`src/hdl/xbar_params.svh`:
```
`ifndef XBAR_PARAMS_SVH
`define XBAR_PARAMS_SVH

// ---------------------------------------------------------------------------
// port counts and memory map size
// ---------------------------------------------------------------------------
`define XBAR_N_TARG       2                        // upstream masters
`define XBAR_N_INIT       2                        // downstream slaves
`define XBAR_N_REGION     2                        // map rules per initiator port

// ---------------------------------------------------------------------------
// channel widths
// ---------------------------------------------------------------------------
`define XBAR_ADDR_W       32
`define XBAR_DATA_W       64
`define XBAR_ID_IN_W      4                        // id width at the target ports
`define XBAR_ID_OUT_W     (`XBAR_ID_IN_W + 1)      // one extra bit for target index
`define XBAR_LEN_W        8                        // arlen, beats minus one

`define XBAR_RESP_OKAY    2'b00
`define XBAR_RESP_DECERR  2'b11

`endif

```
`src/hdl/xbar_pkg.sv`:
```
package xbar_pkg;

`include "xbar_params.svh"

  // ---------------------------------------------------------------------------
  // read address channel payloads
  // ---------------------------------------------------------------------------
  typedef struct packed {
    logic [`XBAR_ID_IN_W-1:0]  id;                 // id as issued by the master
    logic [`XBAR_ADDR_W-1:0]   addr;
    logic [`XBAR_LEN_W-1:0]    len;                // beats minus one
  } ar_in_t;

  typedef struct packed {
    logic [`XBAR_ID_OUT_W-1:0] id;                 // {target index, master id}
    logic [`XBAR_ADDR_W-1:0]   addr;
    logic [`XBAR_LEN_W-1:0]    len;
  } ar_out_t;

  // ---------------------------------------------------------------------------
  // read data channel payloads
  // ---------------------------------------------------------------------------
  typedef struct packed {
    logic [`XBAR_ID_OUT_W-1:0] id;                 // upper bit routes the beat back
    logic [`XBAR_DATA_W-1:0]   data;
    logic [1:0]                resp;
    logic                      last;
  } r_out_t;

  typedef struct packed {
    logic [`XBAR_ID_IN_W-1:0]  id;
    logic [`XBAR_DATA_W-1:0]   data;
    logic [1:0]                resp;
    logic                      last;
  } r_in_t;

  // one address window of the memory map, bounds inclusive
  typedef struct packed {
    logic [`XBAR_ADDR_W-1:0]   start_addr;
    logic [`XBAR_ADDR_W-1:0]   end_addr;
    logic                      enable;
  } map_rule_t;

endpackage

```
`src/hdl/ar_addr_decoder.sv`:
```
`timescale 1ns/1ps
`include "xbar_params.svh"

module ar_addr_decoder
  import xbar_pkg::*;
(
  input  logic                                         clk,
  input  logic                                         reset_i,
  input  ar_in_t                                       ar_i,          // from the master
  input  logic                                         ar_valid_i,
  output logic                                         ar_ready_o,
  input  map_rule_t [`XBAR_N_REGION-1:0][`XBAR_N_INIT-1:0] map_i,
  input  logic [`XBAR_N_INIT-1:0]                      conn_i,        // reachable slaves
  output logic [`XBAR_N_INIT-1:0]                      route_valid_o, // toward request blocks
  input  logic [`XBAR_N_INIT-1:0]                      route_ready_i,
  output r_in_t                                        err_beat_o,    // local DECERR beats
  output logic                                         err_valid_o,
  input  logic                                         err_ready_i
);

  logic [`XBAR_N_INIT-1:0]  hit;                 // rule match per initiator port
  logic [`XBAR_N_INIT-1:0]  sel;                 // lowest matching port only
  logic                     miss;
  logic                     err_take;            // unmapped address accepted
  logic                     err_busy_q;          // DECERR burst pending
  logic                     err_last;
  logic [`XBAR_ID_IN_W-1:0] err_id_q;
  logic [`XBAR_LEN_W-1:0]   err_len_q;
  logic [`XBAR_LEN_W-1:0]   err_cnt_q;           // beats already given

  // ---------------------------------------------------------------------------
  // address match
  // ---------------------------------------------------------------------------
  always_comb
  begin
    hit = '0;
    for (int i = 0; i < `XBAR_N_INIT; i++)
    begin
      for (int r = 0; r < `XBAR_N_REGION; r++)
      begin
        if (conn_i[i] && map_i[r][i].enable &&
            ar_i.addr >= map_i[r][i].start_addr && ar_i.addr <= map_i[r][i].end_addr)
          hit[i] = 1'b1;
      end
    end
  end

  assign sel  = hit & (~hit + 1'b1);             // isolate lowest set bit
  assign miss = ~|hit;

  // no new address of any kind while an error burst drains
  assign route_valid_o = (ar_valid_i && !err_busy_q) ? sel : '0;
  assign ar_ready_o    = !err_busy_q && (miss || |(sel & route_ready_i));
  assign err_take      = ar_valid_i && ar_ready_o && miss;

  // ---------------------------------------------------------------------------
  // DECERR generator
  // ---------------------------------------------------------------------------
  assign err_valid_o = err_busy_q;
  assign err_last    = (err_cnt_q == err_len_q);

  always_comb
  begin
    err_beat_o      = '0;                        // rdata stays zero
    err_beat_o.id   = err_id_q;
    err_beat_o.resp = `XBAR_RESP_DECERR;
    err_beat_o.last = err_last;
  end

  always_ff @(posedge clk)
  begin
    if (reset_i)
    begin
      err_busy_q <= 1'b0;
      err_cnt_q  <= '0;
    end
    else if (err_take)
    begin
      err_busy_q <= 1'b1;                        // first beat next cycle
      err_cnt_q  <= '0;
    end
    else if (err_valid_o && err_ready_i)
    begin
      err_busy_q <= !err_last;
      err_cnt_q  <= err_cnt_q + 1'b1;
    end
  end

  always_ff @(posedge clk)
  begin
    if (err_take)
    begin
      err_id_q  <= ar_i.id;
      err_len_q <= ar_i.len;
    end
  end

  // a pending error beat must survive back-pressure, no new address may reload it
  a_err_hold : assert property (@(posedge clk) disable iff (reset_i)
                                err_valid_o && !err_ready_i |=>
                                err_valid_o && $stable(err_beat_o))
    else $error("Fail: DECERR beat changed under back-pressure at %0t", $time);

endmodule

```
`config.mk`:
```
export PLATFORM = sky130hd
export DESIGN_NAME = ar_addr_decoder
export DESIGN_NICKNAME = d
export VERILOG_FILES = /design/src/hdl/xbar_pkg.sv /design/src/hdl/ar_addr_decoder.sv
export VERILOG_INCLUDE_DIRS = /design/src /design/src/hdl
export SDC_FILE = /design/constraint.sdc
export NUM_CORES = 1
export LEC_CHECK = 0
export BUFFER_PORTS_ARGS = -buffer_cell sky130_fd_sc_hd__buf_2
export CAP_MARGIN = 20
export CORE_AREA = 2 2 180 182
export CTS_CLUSTER_DIAMETER = 120
export DETAILED_ROUTE_END_ITERATION = 6
export DIE_AREA = 0 0 182 184
export SYNTH_ARGS = -nofsm -noshare
export SYNTH_HDL_FRONTEND = slang
export SYNTH_SLANG_ARGS = --single-unit
```
`constraint.sdc`:
```
create_clock -name clk -period 7.07 [get_ports clk]
set_input_delay 0.707 -clock clk [delete_from_list [all_inputs] [get_ports clk]]
set_output_delay 0.707 -clock clk [all_outputs]
set_load 0.02 [all_outputs]
```
==> results.txt <==
Run status: finished clean
Final cell utilization of the core: 0.309
Synth unique cells: 56
Maximum number of pins on one net before global-route repair: 22
Fin Clk Skew: 0.000894 ns
Initial antenna violation count: 3
Peak supply drop: 0.0670 mV
Type of the worst setup path: input port to primary output
Post-synthesis cell count: 1035
Antenna viol nets, final: 0
Number of sinks handled by clock tree synthesis: 21
Library cell appearing most often on the critical path: buf_2
Chip height: 184 um
Clock input transition at the sequential cells of the worst setup and hold paths: 0.05 ns
Area of the core: 31400 um^2
Clock latency on the worst-skew pair: 0.25 ns
Setup Total Neg Slack: 0 ns
Crit path to: ar_ready_o
Number of pins with negative max-slew slack in the final report: 0
Maxcap violations: 0
Largest delay contributor family on the critical path: compound AO/OA/AOI/OAI gates
Sort of element at the start of the critical path: input port
Classification of the worst-slack hold path: register to register
Number of flops mapped to enable cells by yosys: 12
Final number of hold-violating endpoints: 0
Signal arrival time at the worst endpoint: 4.12 ns
Sequential element share of the synthesized area: 0.0695
Post-detailed-routing wire length: 29100 um
Yosys warnings: 0
Unrepaired setup endpoints after global routing: no
Cell depth of the worst flop-to-flop path: 3
CTS root buffer: clkbuf_16
Number of buffers added to fix hold violations after cts: 0
Vias post-DR: 7898
Overflow left after global routing: 0
Shortest clock period the worst path allows after layout: 4.82 ns
Number of detailed-route iterations in the first pass: 4
GPL Wtd Cong: 0.887
Area growth from synthesis to layout: 24.6%
Type of element capturing the critical path: primary output
Initial DRC Count: 229
Post-CTS Resized: 0
Number of setup violations in the final report: 0
Stages on the worst setup path: 12
Critical path buffer and inverter count: 3
Fmax: 0.207 GHz
Minimum hold slack: 0.570 ns
# nets final: 1924
Share of layout cells above drive strength 1: 0.244
Seq cells post-synth: 21
Post-layout power: 0.774 mW
Worst path max stage delay: 0.67 ns
Mean number of vias per cell: 4.50
Most frequent standard cell in the layout excluding fill and tap cells: buf_2
Global-route usage over all layers: 0.166
Overall die width: 182 um
Post-Syn Area per Cell: 7.52 um^2
Count of boundary I/O pins: 387
Most used cells in the layout excluding fill and tap cells: 320 x buf_2, 257 x ha_1, 253 x inv_1
Area share of the largest cell type after synthesis: 0.413
Startpoint of the most critical setup path: ar_i[8]
Biggest fanout along the worst timing path: 8
Reg2reg setup slack: 5.38 ns
Max stage delay cell, worst path: a211oi_1
Share of the cycle needed by the critical path after routing: 0.682
CTS tree: yes
Areal power density over the cells: 79.9 nW/um^2
Relative slew margins: 0.387
Number of global-route vias before repair: 7832
Setup repair bufs after CTS: 0
Pin slew with the least headroom to its limit: 0.916 ns
Cells along the critical path: buf_2 -> inv_1 -> ha_1 -> nand2b_1 -> a2111oi_0 -> a21oi_1 -> a211oi_1 -> o21ai_0 -> a22oi_1 -> nand2_1 -> o221a_2 -> buf_2
Required arrival time at the worst endpoint: 6.36 ns
Number of buffers created by CTS: 3
Input/output buffers: 320
DRC violations left: 0
Wire length of the first global-routing pass: 43000 um
Biggest area consumer among synthesized cells: ha_1
Top post-synthesis cells by area: ha_1 41%, inv_1 12%, buf_4 6.5%
Number of H-tree levels: 1
Crit Reg-Reg Startpoint: err_valid_o$_SDFFE_PP0P_
Worst-case clock buffer depth: 2
Half-perimeter wire length of the detailed placement result: 26500 um
Post-synthesis instance area: 7780 um^2
Die area: 33500 um^2
Leakage: 5.86 nW
Leading register cell type out of synthesis: edfxtp_1
Effective utilization at floorplan: 0.248
Proportion of synthesized flip-flops having asynchronous set or reset: 0
Std cell rows: 65
Endpoint of the worst register-to-register path: err_len_q[7]$_DFFE_PP_
Per-cell routed wire length: 16.6 um
==> cells by family after synthesis <==
logic type	after synthesis	share of synthesized area
compound gates	203	0.164
xor+xnor	15	0.0169
fa+ha+maj	257	0.413
buf+inv	322	0.188
flops	21	0.0695
mux	1	0.00129
other cells	2	0.000965
simple gates	214	0.146
==> metal layers <==
| layer | wire, um | track usage | part of all wire |
|---|---|---|---|
| met5 | 27 | 0 | 0.00093 |
| met4 | 661 | 0.0348 | 0.023 |
| met3 | 1520 | 0.0192 | 0.052 |
| met2 | 13800 | 0.304 | 0.47 |
| met1 | 13100 | 0.210 | 0.45 |
==> worst min path at each step <==
| stage | startpoint | slack, ns | end | cells past startpoint |
|---|---|---|---|---|
| 2_1_floorplan | err_cnt_q[7]$_SDFFE_PP0P_ | 0.54 | err_cnt_q[7]$_SDFFE_PP0P_ | 2 |
| 3_3_place_gp | err_cnt_q[7]$_SDFFE_PP0P_ | 0.56 | err_cnt_q[7]$_SDFFE_PP0P_ | 2 |
| 3_5_place_dp | err_cnt_q[7]$_SDFFE_PP0P_ | 0.56 | err_cnt_q[7]$_SDFFE_PP0P_ | 2 |
| 4_1_cts | err_cnt_q[7]$_SDFFE_PP0P_ | 0.57 | err_cnt_q[7]$_SDFFE_PP0P_ | 2 |
| 5_1_grt | err_cnt_q[6]$_SDFFE_PP0P_ | 0.60 | err_cnt_q[6]$_SDFFE_PP0P_ | 2 |
| 6_report | err_cnt_q[7]$_SDFFE_PP0P_ | 0.57 | err_cnt_q[7]$_SDFFE_PP0P_ | 2 |
==> layout make-up <==
cell class | count | area (um^2)
flip-flops and latches | 21 | 541
inverters | 253 | 950
fillers | 3482 | 21700
repair buffers | 320 | 1600
diodes | 1 | 2.50
multi-input cells | 756 | 6020
clock buffers | 4 | 78.8
well taps | 402 | 503
==> registers in the layout, indices dropped and copies added, names as in the netlist <==
name,flops
err_cnt_q,8
err_len_q,8
err_id_q,4
err_valid_o,1
==> stage by stage <==
| step | instances | setup slack, ns | area, um^2 |
|---|---|---|---|
| CTS | 1756 | 2.01 | 9690 |
| global route | 1757 | 1.95 | 9690 |
| global placement | 1752 | 2.02 | 9610 |
| finish | 1757 | 2.25 | 9690 |
| detailed placement | 1752 | 2.00 | 9610 |
| floorplan | 1099 | 3.70 | 8020 |
==> report_power, final <==
group | leakage, nW | internal, mW | total, mW | switching [mW]
combinational | 5.63 | 0.213 | 0.514 | 0.300
clock | 0.0382 | 0.0768 | 0.119 | 0.0419
sequential | 0.186 | 0.138 | 0.142 | 0.00358
total | 5.86 | 0.428 | 0.774 | 0.346
==> synthesized netlist by cell type, drive strengths merged (7+ instances only) <==
library cell  count
a211oi           10
ha              257
a21o             21
nor3             14
buf              68
xnor2             9
inv             253
edfxtp           12
a221oi            7
nand2            52
and4             11
nand3            33
o21ai            29
a21oi            95
nor2             25
dfxtp             9
nand4            50
==> worst min-delay path, cell delays in order, from the launching register on <==
cell     delay, ns
dfxtp_1       0.33
xor2_1        0.15
nor3_1        0.05
Note: power is estimated with default switching activity, not from simulation.
