===== config.mk =====
export PLATFORM = sky130hd
export DESIGN_NAME = r_response_block
export DESIGN_NICKNAME = d
export VERILOG_FILES = /design/src/hdl/xbar_pkg.sv /design/src/hdl/rr_arbiter.sv /design/src/hdl/r_response_block.sv
export VERILOG_INCLUDE_DIRS = /design/src /design/src/hdl
export SDC_FILE = /design/constraint.sdc
export NUM_CORES = 1
export LEC_CHECK = 0
export BUFFER_PORTS_ARGS = -buffer_cell sky130_fd_sc_hd__buf_4
export CAP_MARGIN = 10
export CORE_AREA = 2 2 115 117
export DETAILED_ROUTE_END_ITERATION = 12
export DIE_AREA = 0 0 117 119
export GPL_ROUTABILITY_DRIVEN = 0
export SLEW_MARGIN = 40
export SYNTH_ARGS = -nofsm -noshare
export SYNTH_HDL_FRONTEND = slang
export SYNTH_HIERARCHICAL = 1
export SYNTH_SLANG_ARGS = --single-unit

===== constraint.sdc =====
create_clock -name clk -period 2.8 [get_ports clk]
set_input_delay 0.14 -clock clk [delete_from_list [all_inputs] [get_ports clk]]
set_output_delay 0.14 -clock clk [all_outputs]
set_load 0.05 [all_outputs]

===== src/hdl/xbar_params.svh =====
`ifndef XBAR_PARAMS_SVH
`define XBAR_PARAMS_SVH

// ---------------------------------------------------------------------------
// port counts and memory map size
// ---------------------------------------------------------------------------
`define XBAR_N_TARG       2                        // upstream masters
`define XBAR_N_INIT       2                        // downstream slaves
`define XBAR_N_REGION     2                        // map rules per initiator port

// ---------------------------------------------------------------------------
// channel widths
// ---------------------------------------------------------------------------
`define XBAR_ADDR_W       32
`define XBAR_DATA_W       64
`define XBAR_ID_IN_W      4                        // id width at the target ports
`define XBAR_ID_OUT_W     (`XBAR_ID_IN_W + 1)      // one extra bit for target index
`define XBAR_LEN_W        8                        // arlen, beats minus one

`define XBAR_RESP_OKAY    2'b00
`define XBAR_RESP_DECERR  2'b11

`endif


===== src/hdl/xbar_pkg.sv =====
package xbar_pkg;

`include "xbar_params.svh"

  // ---------------------------------------------------------------------------
  // read address channel payloads
  // ---------------------------------------------------------------------------
  typedef struct packed {
    logic [`XBAR_ID_IN_W-1:0]  id;                 // id as issued by the master
    logic [`XBAR_ADDR_W-1:0]   addr;
    logic [`XBAR_LEN_W-1:0]    len;                // beats minus one
  } ar_in_t;

  typedef struct packed {
    logic [`XBAR_ID_OUT_W-1:0] id;                 // {target index, master id}
    logic [`XBAR_ADDR_W-1:0]   addr;
    logic [`XBAR_LEN_W-1:0]    len;
  } ar_out_t;

  // ---------------------------------------------------------------------------
  // read data channel payloads
  // ---------------------------------------------------------------------------
  typedef struct packed {
    logic [`XBAR_ID_OUT_W-1:0] id;                 // upper bit routes the beat back
    logic [`XBAR_DATA_W-1:0]   data;
    logic [1:0]                resp;
    logic                      last;
  } r_out_t;

  typedef struct packed {
    logic [`XBAR_ID_IN_W-1:0]  id;
    logic [`XBAR_DATA_W-1:0]   data;
    logic [1:0]                resp;
    logic                      last;
  } r_in_t;

  // one address window of the memory map, bounds inclusive
  typedef struct packed {
    logic [`XBAR_ADDR_W-1:0]   start_addr;
    logic [`XBAR_ADDR_W-1:0]   end_addr;
    logic                      enable;
  } map_rule_t;

endpackage


===== src/hdl/rr_arbiter.sv =====
`timescale 1ns/1ps

module rr_arbiter
#(
  parameter int N_REQ = 2
)
(
  input  logic                                   clk,
  input  logic                                   reset_i,
  input  logic [N_REQ-1:0]                       req_i,      // one bit per requester
  input  logic                                   ack_i,      // granted transfer completes
  output logic [N_REQ-1:0]                       gnt_o,      // one-hot grant
  output logic [((N_REQ > 1) ? $clog2(N_REQ) : 1)-1:0] gnt_idx_o
);

  localparam int IDX_W = (N_REQ > 1) ? $clog2(N_REQ) : 1;

  logic [IDX_W-1:0] ptr_q;                                    // highest priority index
  logic             lock_q;                                   // grant held until ack
  logic [IDX_W-1:0] lock_idx_q;
  logic [IDX_W-1:0] pick_idx;                                 // search result
  logic             found;
  logic [IDX_W-1:0] win_idx;
  logic             gnt_valid;

  // first requester at or after the pointer
  always_comb
  begin
    int unsigned cand;
    found    = 1'b0;
    pick_idx = ptr_q;
    for (int k = 0; k < N_REQ; k++)
    begin
      cand = (int'(ptr_q) + k) % N_REQ;                       // wrap around
      if (!found && req_i[cand])
      begin
        found    = 1'b1;
        pick_idx = IDX_W'(cand);
      end
    end
  end

  assign win_idx   = lock_q ? lock_idx_q : pick_idx;          // held grant wins
  assign gnt_valid = lock_q | found;
  assign gnt_o     = gnt_valid ? (N_REQ'(1) << win_idx) : '0;
  assign gnt_idx_o = win_idx;

  always_ff @(posedge clk)
  begin
    if (reset_i)
    begin
      ptr_q      <= '0;
      lock_q     <= 1'b0;
      lock_idx_q <= '0;
    end
    else if (gnt_valid)
    begin
      if (ack_i)
      begin
        lock_q <= 1'b0;                                       // release, rotate past winner
        ptr_q  <= (win_idx == IDX_W'(N_REQ - 1)) ? '0 : win_idx + 1'b1;
      end
      else
      begin
        lock_q     <= 1'b1;                                   // freeze until done
        lock_idx_q <= win_idx;
      end
    end
  end

  // a grant without ack is still the same grant one cycle later
  a_gnt_hold : assert property (@(posedge clk) disable iff (reset_i)
                                (|gnt_o) && !ack_i |=> $stable(gnt_o))
    else $error("Fail: rr_arbiter dropped a grant before ack at %0t", $time);

endmodule


===== src/hdl/r_response_block.sv =====
`timescale 1ns/1ps
`include "xbar_params.svh"

module r_response_block
  import xbar_pkg::*;
(
  input  logic                           clk,
  input  logic                           reset_i,
  input  r_out_t [`XBAR_N_INIT-1:0]      r_i,            // beats from every slave
  input  logic [`XBAR_N_INIT-1:0]        r_valid_i,      // only beats for this target
  output logic [`XBAR_N_INIT-1:0]        r_ready_o,
  input  r_in_t                          err_beat_i,     // same-port DECERR generator
  input  logic                           err_valid_i,
  output logic                           err_ready_o,
  output r_in_t                          s_r_o,          // toward the master
  output logic                           s_r_valid_o,
  input  logic                           s_r_ready_i
);

  localparam int N_SRC = `XBAR_N_INIT + 1;        // slaves plus DECERR source
  localparam int SIDX_W = $clog2(N_SRC);

  r_in_t [N_SRC-1:0]  src_beat;
  logic [N_SRC-1:0]   src_valid;
  logic [N_SRC-1:0]   gnt;
  logic [N_SRC-1:0]   src_ready;
  logic [SIDX_W-1:0]  gnt_idx;
  logic               burst_done;                 // last beat handshaken

  // ---------------------------------------------------------------------------
  // source beats with the target index stripped
  // ---------------------------------------------------------------------------
  always_comb
  begin
    for (int i = 0; i < `XBAR_N_INIT; i++)
    begin
      src_beat[i].id   = r_i[i].id[`XBAR_ID_IN_W-1:0];
      src_beat[i].data = r_i[i].data;
      src_beat[i].resp = r_i[i].resp;
      src_beat[i].last = r_i[i].last;
    end
    src_beat[N_SRC-1] = err_beat_i;               // error source sits last
  end

  assign src_valid  = {err_valid_i, r_valid_i};
  assign burst_done = s_r_valid_o && s_r_ready_i && s_r_o.last;

  // grant is the burst lock, held from first beat to rlast
  rr_arbiter
  #(
    .N_REQ     ( N_SRC      )
  )
  arbiter_i
  (
    .clk       ( clk        ),
    .reset_i   ( reset_i    ),
    .req_i     ( src_valid  ),
    .ack_i     ( burst_done ),
    .gnt_o     ( gnt        ),
    .gnt_idx_o ( gnt_idx    )
  );

  assign s_r_o       = src_beat[gnt_idx];
  assign s_r_valid_o = |(gnt & src_valid);
  assign src_ready   = gnt & {N_SRC{s_r_ready_i}};  // held source waits on master
  assign r_ready_o   = src_ready[`XBAR_N_INIT-1:0];
  assign err_ready_o = src_ready[N_SRC-1];

  // needs the slaves and the DECERR generator to hold their beats as well
  a_beat_stable : assert property (@(posedge clk) disable iff (reset_i)
                                   s_r_valid_o && !s_r_ready_i |=>
                                   s_r_valid_o && $stable(s_r_o))
    else $error("Fail: read beat changed under back-pressure at %0t", $time);

endmodule


==> results of run 1 <==
[cells in the final DEF, fill, tap and decap left out, types with 2 or more instances in the layout]
master / instances
nor2b_1: 2
nand2_4: 15
buf_6: 78
o21ai_4: 7
buf_4: 240
ha_1: 2
buf_12: 7
dfxtp_4: 2
o21ai_0: 2
nand2_2: 10
o21ai_1: 3
nor2_2: 2
dfxtp_1: 3
ha_4: 2
mux2i_4: 12
nand2_1: 48
nand3b_1: 3
o21ai_2: 64
and2_4: 2
nor3_2: 2
clkbuf_16: 6
buf_16: 8
mux2i_1: 52
buf_8: 5
mux2i_2: 11
[metal layers]
layer / GRT usage, % / vias to the layer above
met4: 2.574 / 0
met2: 33.35 / 173
met3: 2.443 / 16
met5: 0 / -
li1: - / 1743
met1: 19.56 / 1638
[kinds of logic (layout without fill, tap and decap cells)]
family                     after synthesis  after routing  share of synthesized area [%]
and+or+nand+nor                         98             98                          21.50
AOI/OAI and AO/OA                       90             90                          24.99
muxes                                   75             75                          36.65
buffers and inverters                   27            348                          9.530
DFF                                      5              5                          4.887
adders and majority gates                4              4                          2.444
[power breakdown]
group,switching [W],internal [W],leakage (nW)
combinational,0.00228,0.00173,2.80
clock,0.0000454,0.000189,0.0382
sequential,0.00000999,0.0000803,0.0427
[stage by stage]
stage | util (%) | instances | total power (W) | setup slack (ns) | hold WS, ns
finish | 47.76 | 796 | 0.004335 | -0.1378 | 0.1389
global route | 47.76 | 796 | 0.004523 | -0.2523 | 0.1438
CTS | 44.47 | 790 | 0.004105 | -0.08755 | 0.1321
detailed placement | 37.73 | 766 | 0.003229 | -0.07765 | 0.3645
global placement | 37.73 | 766 | 0.003198 | -0.008165 | 0.3483
floorplan | - | 299 | 0.002238 | -0.08147 | 0.2091
[worst max-delay path by stage]
stage | from | endpoint | slack (ns) | depth (start not counted)
2_1_floorplan | arbiter_i/ptr_q[0]$_SDFFE_PP0P_ | arbiter_i/ptr_q[1]$_SDFFE_PP0P_ | -0.08 | 12
3_3_place_gp | arbiter_i/ptr_q[1]$_SDFFE_PP0P_ | arbiter_i/ptr_q[1]$_SDFFE_PP0P_ | -0.008 | 14
3_5_place_dp | arbiter_i/ptr_q[1]$_SDFFE_PP0P_ | arbiter_i/ptr_q[1]$_SDFFE_PP0P_ | -0.08 | 14
4_1_cts | arbiter_i/ptr_q[1]$_SDFFE_PP0P_ | arbiter_i/ptr_q[1]$_SDFFE_PP0P_ | -0.09 | 16
5_1_grt | arbiter_i/ptr_q[0]$_SDFFE_PP0P_ | s_r_o[66] | -0.25 | 14
6_report | arbiter_i/ptr_q[0]$_SDFFE_PP0P_ | s_r_o[40] | -0.14 | 14
[cell type report]
cell class / count / share of cell area (%)
Tap cell: 176 / 3.582
Timing Repair Buffer: 341 / 51.89
Clock buffer: 4 / 1.282
Inverter: 3 / 0.2239
Sequential cell: 5 / 1.750
Multi-Input combinational cell: 267 / 41.27
[critical path, cell delays in order (launching register included)]
cell      delay [ns]
dfxtp_4         0.37
inv_2           0.06
ha_4            0.32
nand3b_1        0.16
o21ai_4         0.13
nor2_2          0.08
and3_1          0.18
o31a_2          0.36
buf_6           0.13
nor2b_4         0.13
buf_6           0.12
buf_16          0.16
nand2_1         0.10
o21ai_2         0.07
buf_6           0.17
[flip-flops by register name (all words and copies together), names as in the netlist]
| name | flops |
|---|---|
| arbiter_i/lock_idx_q | 2 |
| arbiter_i/ptr_q | 2 |
| arbiter_i/lock_q | 1 |
[what timing repair did]
action / 4_1_cts / 5_1_grt
cloned: 6 / 4
resized for setup: 136 / 69
endpoints found under the setup margin: 75 / 80
buffers inserted: 15 / 3
pin swaps: 14 / 17
==> run_results.csv, run 1 <==
group,metric,value,unit
route,routed_wl,13090,um
worst_setup_path,critPathCaptureType,"output port",
route,antenna_left,0,
worst_setup_path,start_kind,"register",
clock_network,cts_tree,"done",
sta,setup_viol,76,
sta,timing.final.hold_violations,0,
sta,tightest_slew,0.7703,ns
grt,grt_pass1_vias,3746,
pwr,ir_drop,0.3723,mV
synthesis,yosysUniqueCellTypes,37,
die,coreArea,12870,um^2
clock_network,clockBufferDepth,2,
clock_network,clk_pin_slew,0.03,ns
clock_network,clk_latency,0.23,ns
pwr,leakagePower,2.881,nW
clock_network,htreeDepth,1,
die,start_util,15.91,%
layout,nFillCells,1232,
worst_setup_path,crit_type,"reg -> out",
clock_network,cts_made_buffers,3,
worst_setup_path,path_max_fanout,36,
layout,layout-drive-gt1-share,79.03,%
synthesis,ys_seq_area_share,4.887,%
run_status,violations,"setup timing",
synthesis,synth_top_area_cell,"mux2i_1",
route,routed.top_layer,"met4",
sta,slew_headroom,48.22,%
pwr,cellPowerDensity,705.0,nW/um^2
sta,post-route-period-util,104.9,%
sta,layout_setup_ws,-0.1378,ns
die,rows,42,
layout,final_cell_area,6148,um^2
clock_network,cts_root_buf,"clkbuf_16",
place,port-buffer-count,293,
clock_network,ctsHoldBuffers,0,
synthesis,synthesis.area,2048,um^2
layout,multi_input_comb_area,2537,um^2
flow_run,cap_viol_max_count,0,
worst_setup_path,ff2ff_path_depth,16,
route,drcViolationCount,0,
synthesis,synth_common_cells,"75 x mux2i_1, 73 x nand2_1, 53 x o21ai_0, 21 x o21ai_1, 9 x buf_4",
synthesis,ys_top_cells_by_area,"mux2i_1 37%, nand2_1 13%, o21ai_0 13%",
route,drt_iter0_markers,76,
place,hpwl,9358,um
synthesis,async_flop_share,0,%
layout,area_growth,200.2,%
route,wl_per_cell,16.45,um
route,first_pass_iters,4,
synthesis,ys_ff_latch,5,
synthesis,syn_nets,524,
sta,fmax,340.4,MHz
grt,gr-total-overflow,0,
worst_hold_path,min_to,"arbiter_i/lock_idx_q[1]$_SDFFE_PP0P_",
layout,finalNetCount,846,
synthesis,synthCells,299,
sta,fin_skew,0.0001634,ns
sta,post-route-min-period,2.938,ns
die,dieArea,13920,um^2
synthesis,yosysWarnings,6,
synthesis,syn_area_per_cell,6.850,um^2
route,wl_met2,7199,um
synthesis,synthFlopType,"dfxtp_1",
worst_hold_path,whs_path_depth,2,
synthesis,synth_edf_count,0,
worst_setup_path,reg2reg_slack,-0.13,ns
sta,slew_viol_final,0,
worst_hold_path,min-delay-path-class,"in -> reg",
sta,grt_setup_unrepaired,"true",
die,dieHeight,119,um
clock_network,clkSinkCount,5,
layout,n_antenna_cell,0,
grt,grt_max_degree,42,
route,drt-met1-wl,4781,um
worst_setup_path,required,2.66,ns
route,vias_per_cell,4.485,
synthesis,synth_most_common_cell,"mux2i_1",
layout,regArea,107.6,um^2
synthesis,synth_top_area_share,36.65,%
grt,grt_first_pass_wirelength,18770,um
die,boundaryPins,296,
route,routed-via-count,3570,
grt,antenna_found_initial,0,
worst_setup_path,r2r_start,"arbiter_i/ptr_q[0]$_SDFFE_PP0P_",
route,wl_met3,933,um
die,die_w,117,um
run_status,status,"finished with violations",
worst_hold_path,hold_path.startpoint,"reset_i",
place,place_area,4857,um^2
grt,track_usage,17.10,%
worst_setup_path,cp.arrival,2.80,ns
worst_setup_path,r2r-end,"arbiter_i/ptr_q[1]$_SDFFE_PP0P_",
sta,tns,-6.943,ns
(Power assumes the default switching activity.)
==> inputs of run 2 (changes only) <==
--- a/config.mk
+++ b/config.mk
@@ -12,6 +12,7 @@
 export DETAILED_ROUTE_END_ITERATION = 12
 export DIE_AREA = 0 0 117 119
 export GPL_ROUTABILITY_DRIVEN = 0
+export PLACE_DENSITY_LB_ADDON = 0.05
 export SLEW_MARGIN = 40
 export SYNTH_ARGS = -nofsm -noshare
 export SYNTH_HDL_FRONTEND = slang
==> run 2 against run 1 <==
  * The run still ends with setup timing left
  * Final area increased by 5.6%
  * Sequential cell count did not move
  * Register-to-register slack got worse by 0.04 ns
  * Sequential power decreased by 0.6%
  * Routed wire length up 8.7%
  * Fmax down 0.96%
  * Largest cell class unchanged
==> run_results.csv, run 2 (synthesis results as in run 1) <==
group,metric,value,unit
sta,slew_viol_final,0,
die,start_util,15.91,%
clock_network,cts_root_buf,"clkbuf_16",
worst_setup_path,setup.worst_path.end,"arbiter_i/ptr_q[1]$_SDFFE_PP0P_",
die,dieArea,13920,um^2
sta,tightest_slew,0.5630,ns
route,drt_iter0_markers,118,
worst_setup_path,required,2.92,ns
grt,gr-total-overflow,0,
route,wl_per_cell,17.52,um
sta,fmax,337.1,MHz
clock_network,clk_pin_slew,0.03,ns
sta,grt_setup_unrepaired,"true",
die,rows,42,
worst_setup_path,r2r_start,"arbiter_i/ptr_q[1]$_SDFFE_PP0P_",
layout,finalNetCount,862,
place,place_area,4872,um^2
pwr,leakagePower,3.048,nW
grt,grt_first_pass_wirelength,19890,um
layout,layout_commonest_cell,"buf_4",
route,routed-via-count,3629,
worst_setup_path,path_max_fanout,5,
sta,setup_viol,78,
worst_setup_path,reg2reg_slack,-0.17,ns
flow_run,cap_viol_max_count,0,
clock_network,clkSinkCount,5,
grt,grt-busiest-layer,"met2",
clock_network,ctsHoldBuffers,0,
run_status,violations,"setup timing",
worst_setup_path,critPathCaptureType,"register",
clock_network,clk_latency,0.23,ns
layout,layout-drive-gt1-share,84.28,%
place,port-buffer-count,293,
layout,final_cell_mix,"243 x buf_4, 80 x buf_6, 68 x o21ai_2",
place,hpwl,9300,um
worst_setup_path,cp.arrival,3.08,ns
clock_network,cts_made_buffers,3,
clock_network,clockBufferDepth,2,
clock_network,cts_tree,"done",
layout,area_growth,216.9,%
die,boundaryPins,296,
route,routed_wl,14230,um
layout,reg_top3,"arbiter_i/lock_idx_q x2, arbiter_i/ptr_q x2, arbiter_i/lock_q x1",
grt,grt_use_met2,35.73,%
worst_hold_path,hold_path.startpoint,"reset_i",
grt,met3_usage,2.901,%
route,first_pass_iters,4,
worst_setup_path,r2r-end,"arbiter_i/ptr_q[1]$_SDFFE_PP0P_",
worst_setup_path,cp-startpoint,"arbiter_i/ptr_q[1]$_SDFFE_PP0P_",
sta,fin_skew,0.0009370,ns
grt,grt_pass1_vias,3779,
worst_hold_path,min-delay-path-class,"in -> reg",
sta,post-route-period-util,105.9,%
pwr,ir_drop,0.3012,mV
worst_setup_path,ff2ff_path_depth,16,
sta,timing.final.hold_violations,0,
clock_network,htreeDepth,1,
grt,antenna_found_initial,0,
sta,slew_headroom,62.15,%
layout,final_cell_area,6491,um^2
pwr,cellPowerDensity,708.9,nW/um^2
grt,track_usage,18.58,%
die,die_w,117,um
grt,grt_max_degree,27,
route,vias_per_cell,4.469,
grt,use_met1,21.04,%
place,pre_cts_ws,-0.08538,ns
die,dieHeight,119,um
layout,n_antenna_cell,0,
sta,post-route-min-period,2.966,ns
die,coreArea,12870,um^2
sta,layout_setup_ws,-0.1664,ns
route,antenna_left,0,
worst_setup_path,start_kind,"register",
run_status,status,"finished with violations",
worst_setup_path,crit_type,"reg -> reg",
route,drcViolationCount,0,
run 2: through the flow:
| stage | power [W] | setup TNS (ns) | instances | util [%] | hold slack (ns) |
|---|---|---|---|---|---|
| 6_report | 0.004601 | -9.436 | 812 | 50.42 | 0.1514 |
| 2_1_floorplan | 0.002238 | -0.2292 | 299 | - | 0.2091 |
| 3_5_place_dp | 0.003199 | -0.3012 | 773 | 37.84 | 0.3557 |
| 3_3_place_gp | 0.003203 | -0.1216 | 773 | 37.84 | 0.3476 |
| 4_1_cts | 0.004361 | -7.735 | 802 | 47.03 | 0.1151 |
| 5_1_grt | 0.004790 | -20.01 | 812 | 50.42 | 0.1613 |
run 2: power by group:
group          switching (W)  internal, W
clock              0.0000492     0.000189
combinational        0.00237      0.00191
sequential        0.00000947    0.0000803
run 2: final cells by class:
class,instances,area (um^2)
Clock buffer,4,78.83
Sequential cell,5,107.6
Tap cell,176,220.2
Fill cell,1194,6384
Multi-Input combinational cell,267,2572
Inverter,3,13.76
Timing Repair Buffer,357,3498
run 2: timing repair:
action,CTS,global route
gates cloned,12,6
gates resized for setup,184,71
pin swaps,20,10
endpoints found under the setup margin,75,80
buffers inserted,14,6
run 2: critical path, stage by stage, from the launching register on:
cell and delay, ns:
dfxtp_4 0.36, inv_4 0.07, ha_4 0.18, mux2i_4 0.24
o21a_2 0.20, buf_6 0.11, o211ai_1 0.10, o21a_1 0.13
o31a_2 0.31, buf_6 0.13, buf_6 0.11, nor3b_4 0.20
a22oi_2 0.08, nand2_2 0.09, and3_4 0.23, nand2b_4 0.09
a32o_1 0.22
run 2: worst min path at each step:
stage / endpoint / slack (ns) / cells past startpoint
2_1_floorplan: arbiter_i/lock_idx_q[1]$_SDFFE_PP0P_ / 0.21 / 1
3_3_place_gp: arbiter_i/lock_idx_q[1]$_SDFFE_PP0P_ / 0.35 / 2
3_5_place_dp: arbiter_i/lock_idx_q[1]$_SDFFE_PP0P_ / 0.36 / 2
4_1_cts: arbiter_i/lock_idx_q[1]$_SDFFE_PP0P_ / 0.12 / 2
5_1_grt: arbiter_i/lock_idx_q[1]$_SDFFE_PP0P_ / 0.16 / 2
6_report: arbiter_i/lock_idx_q[1]$_SDFFE_PP0P_ / 0.15 / 2
run 2: metal layers:
metal | wire [um] | vias up | share of wire (%)
met5 | 0 | - | 0
li1 | - | 1775 | -
met1 | 5283 | 1682 | 37
met3 | 887 | 13 | 6.2
met2 | 7866 | 159 | 55
met4 | 192 | 0 | 1.3
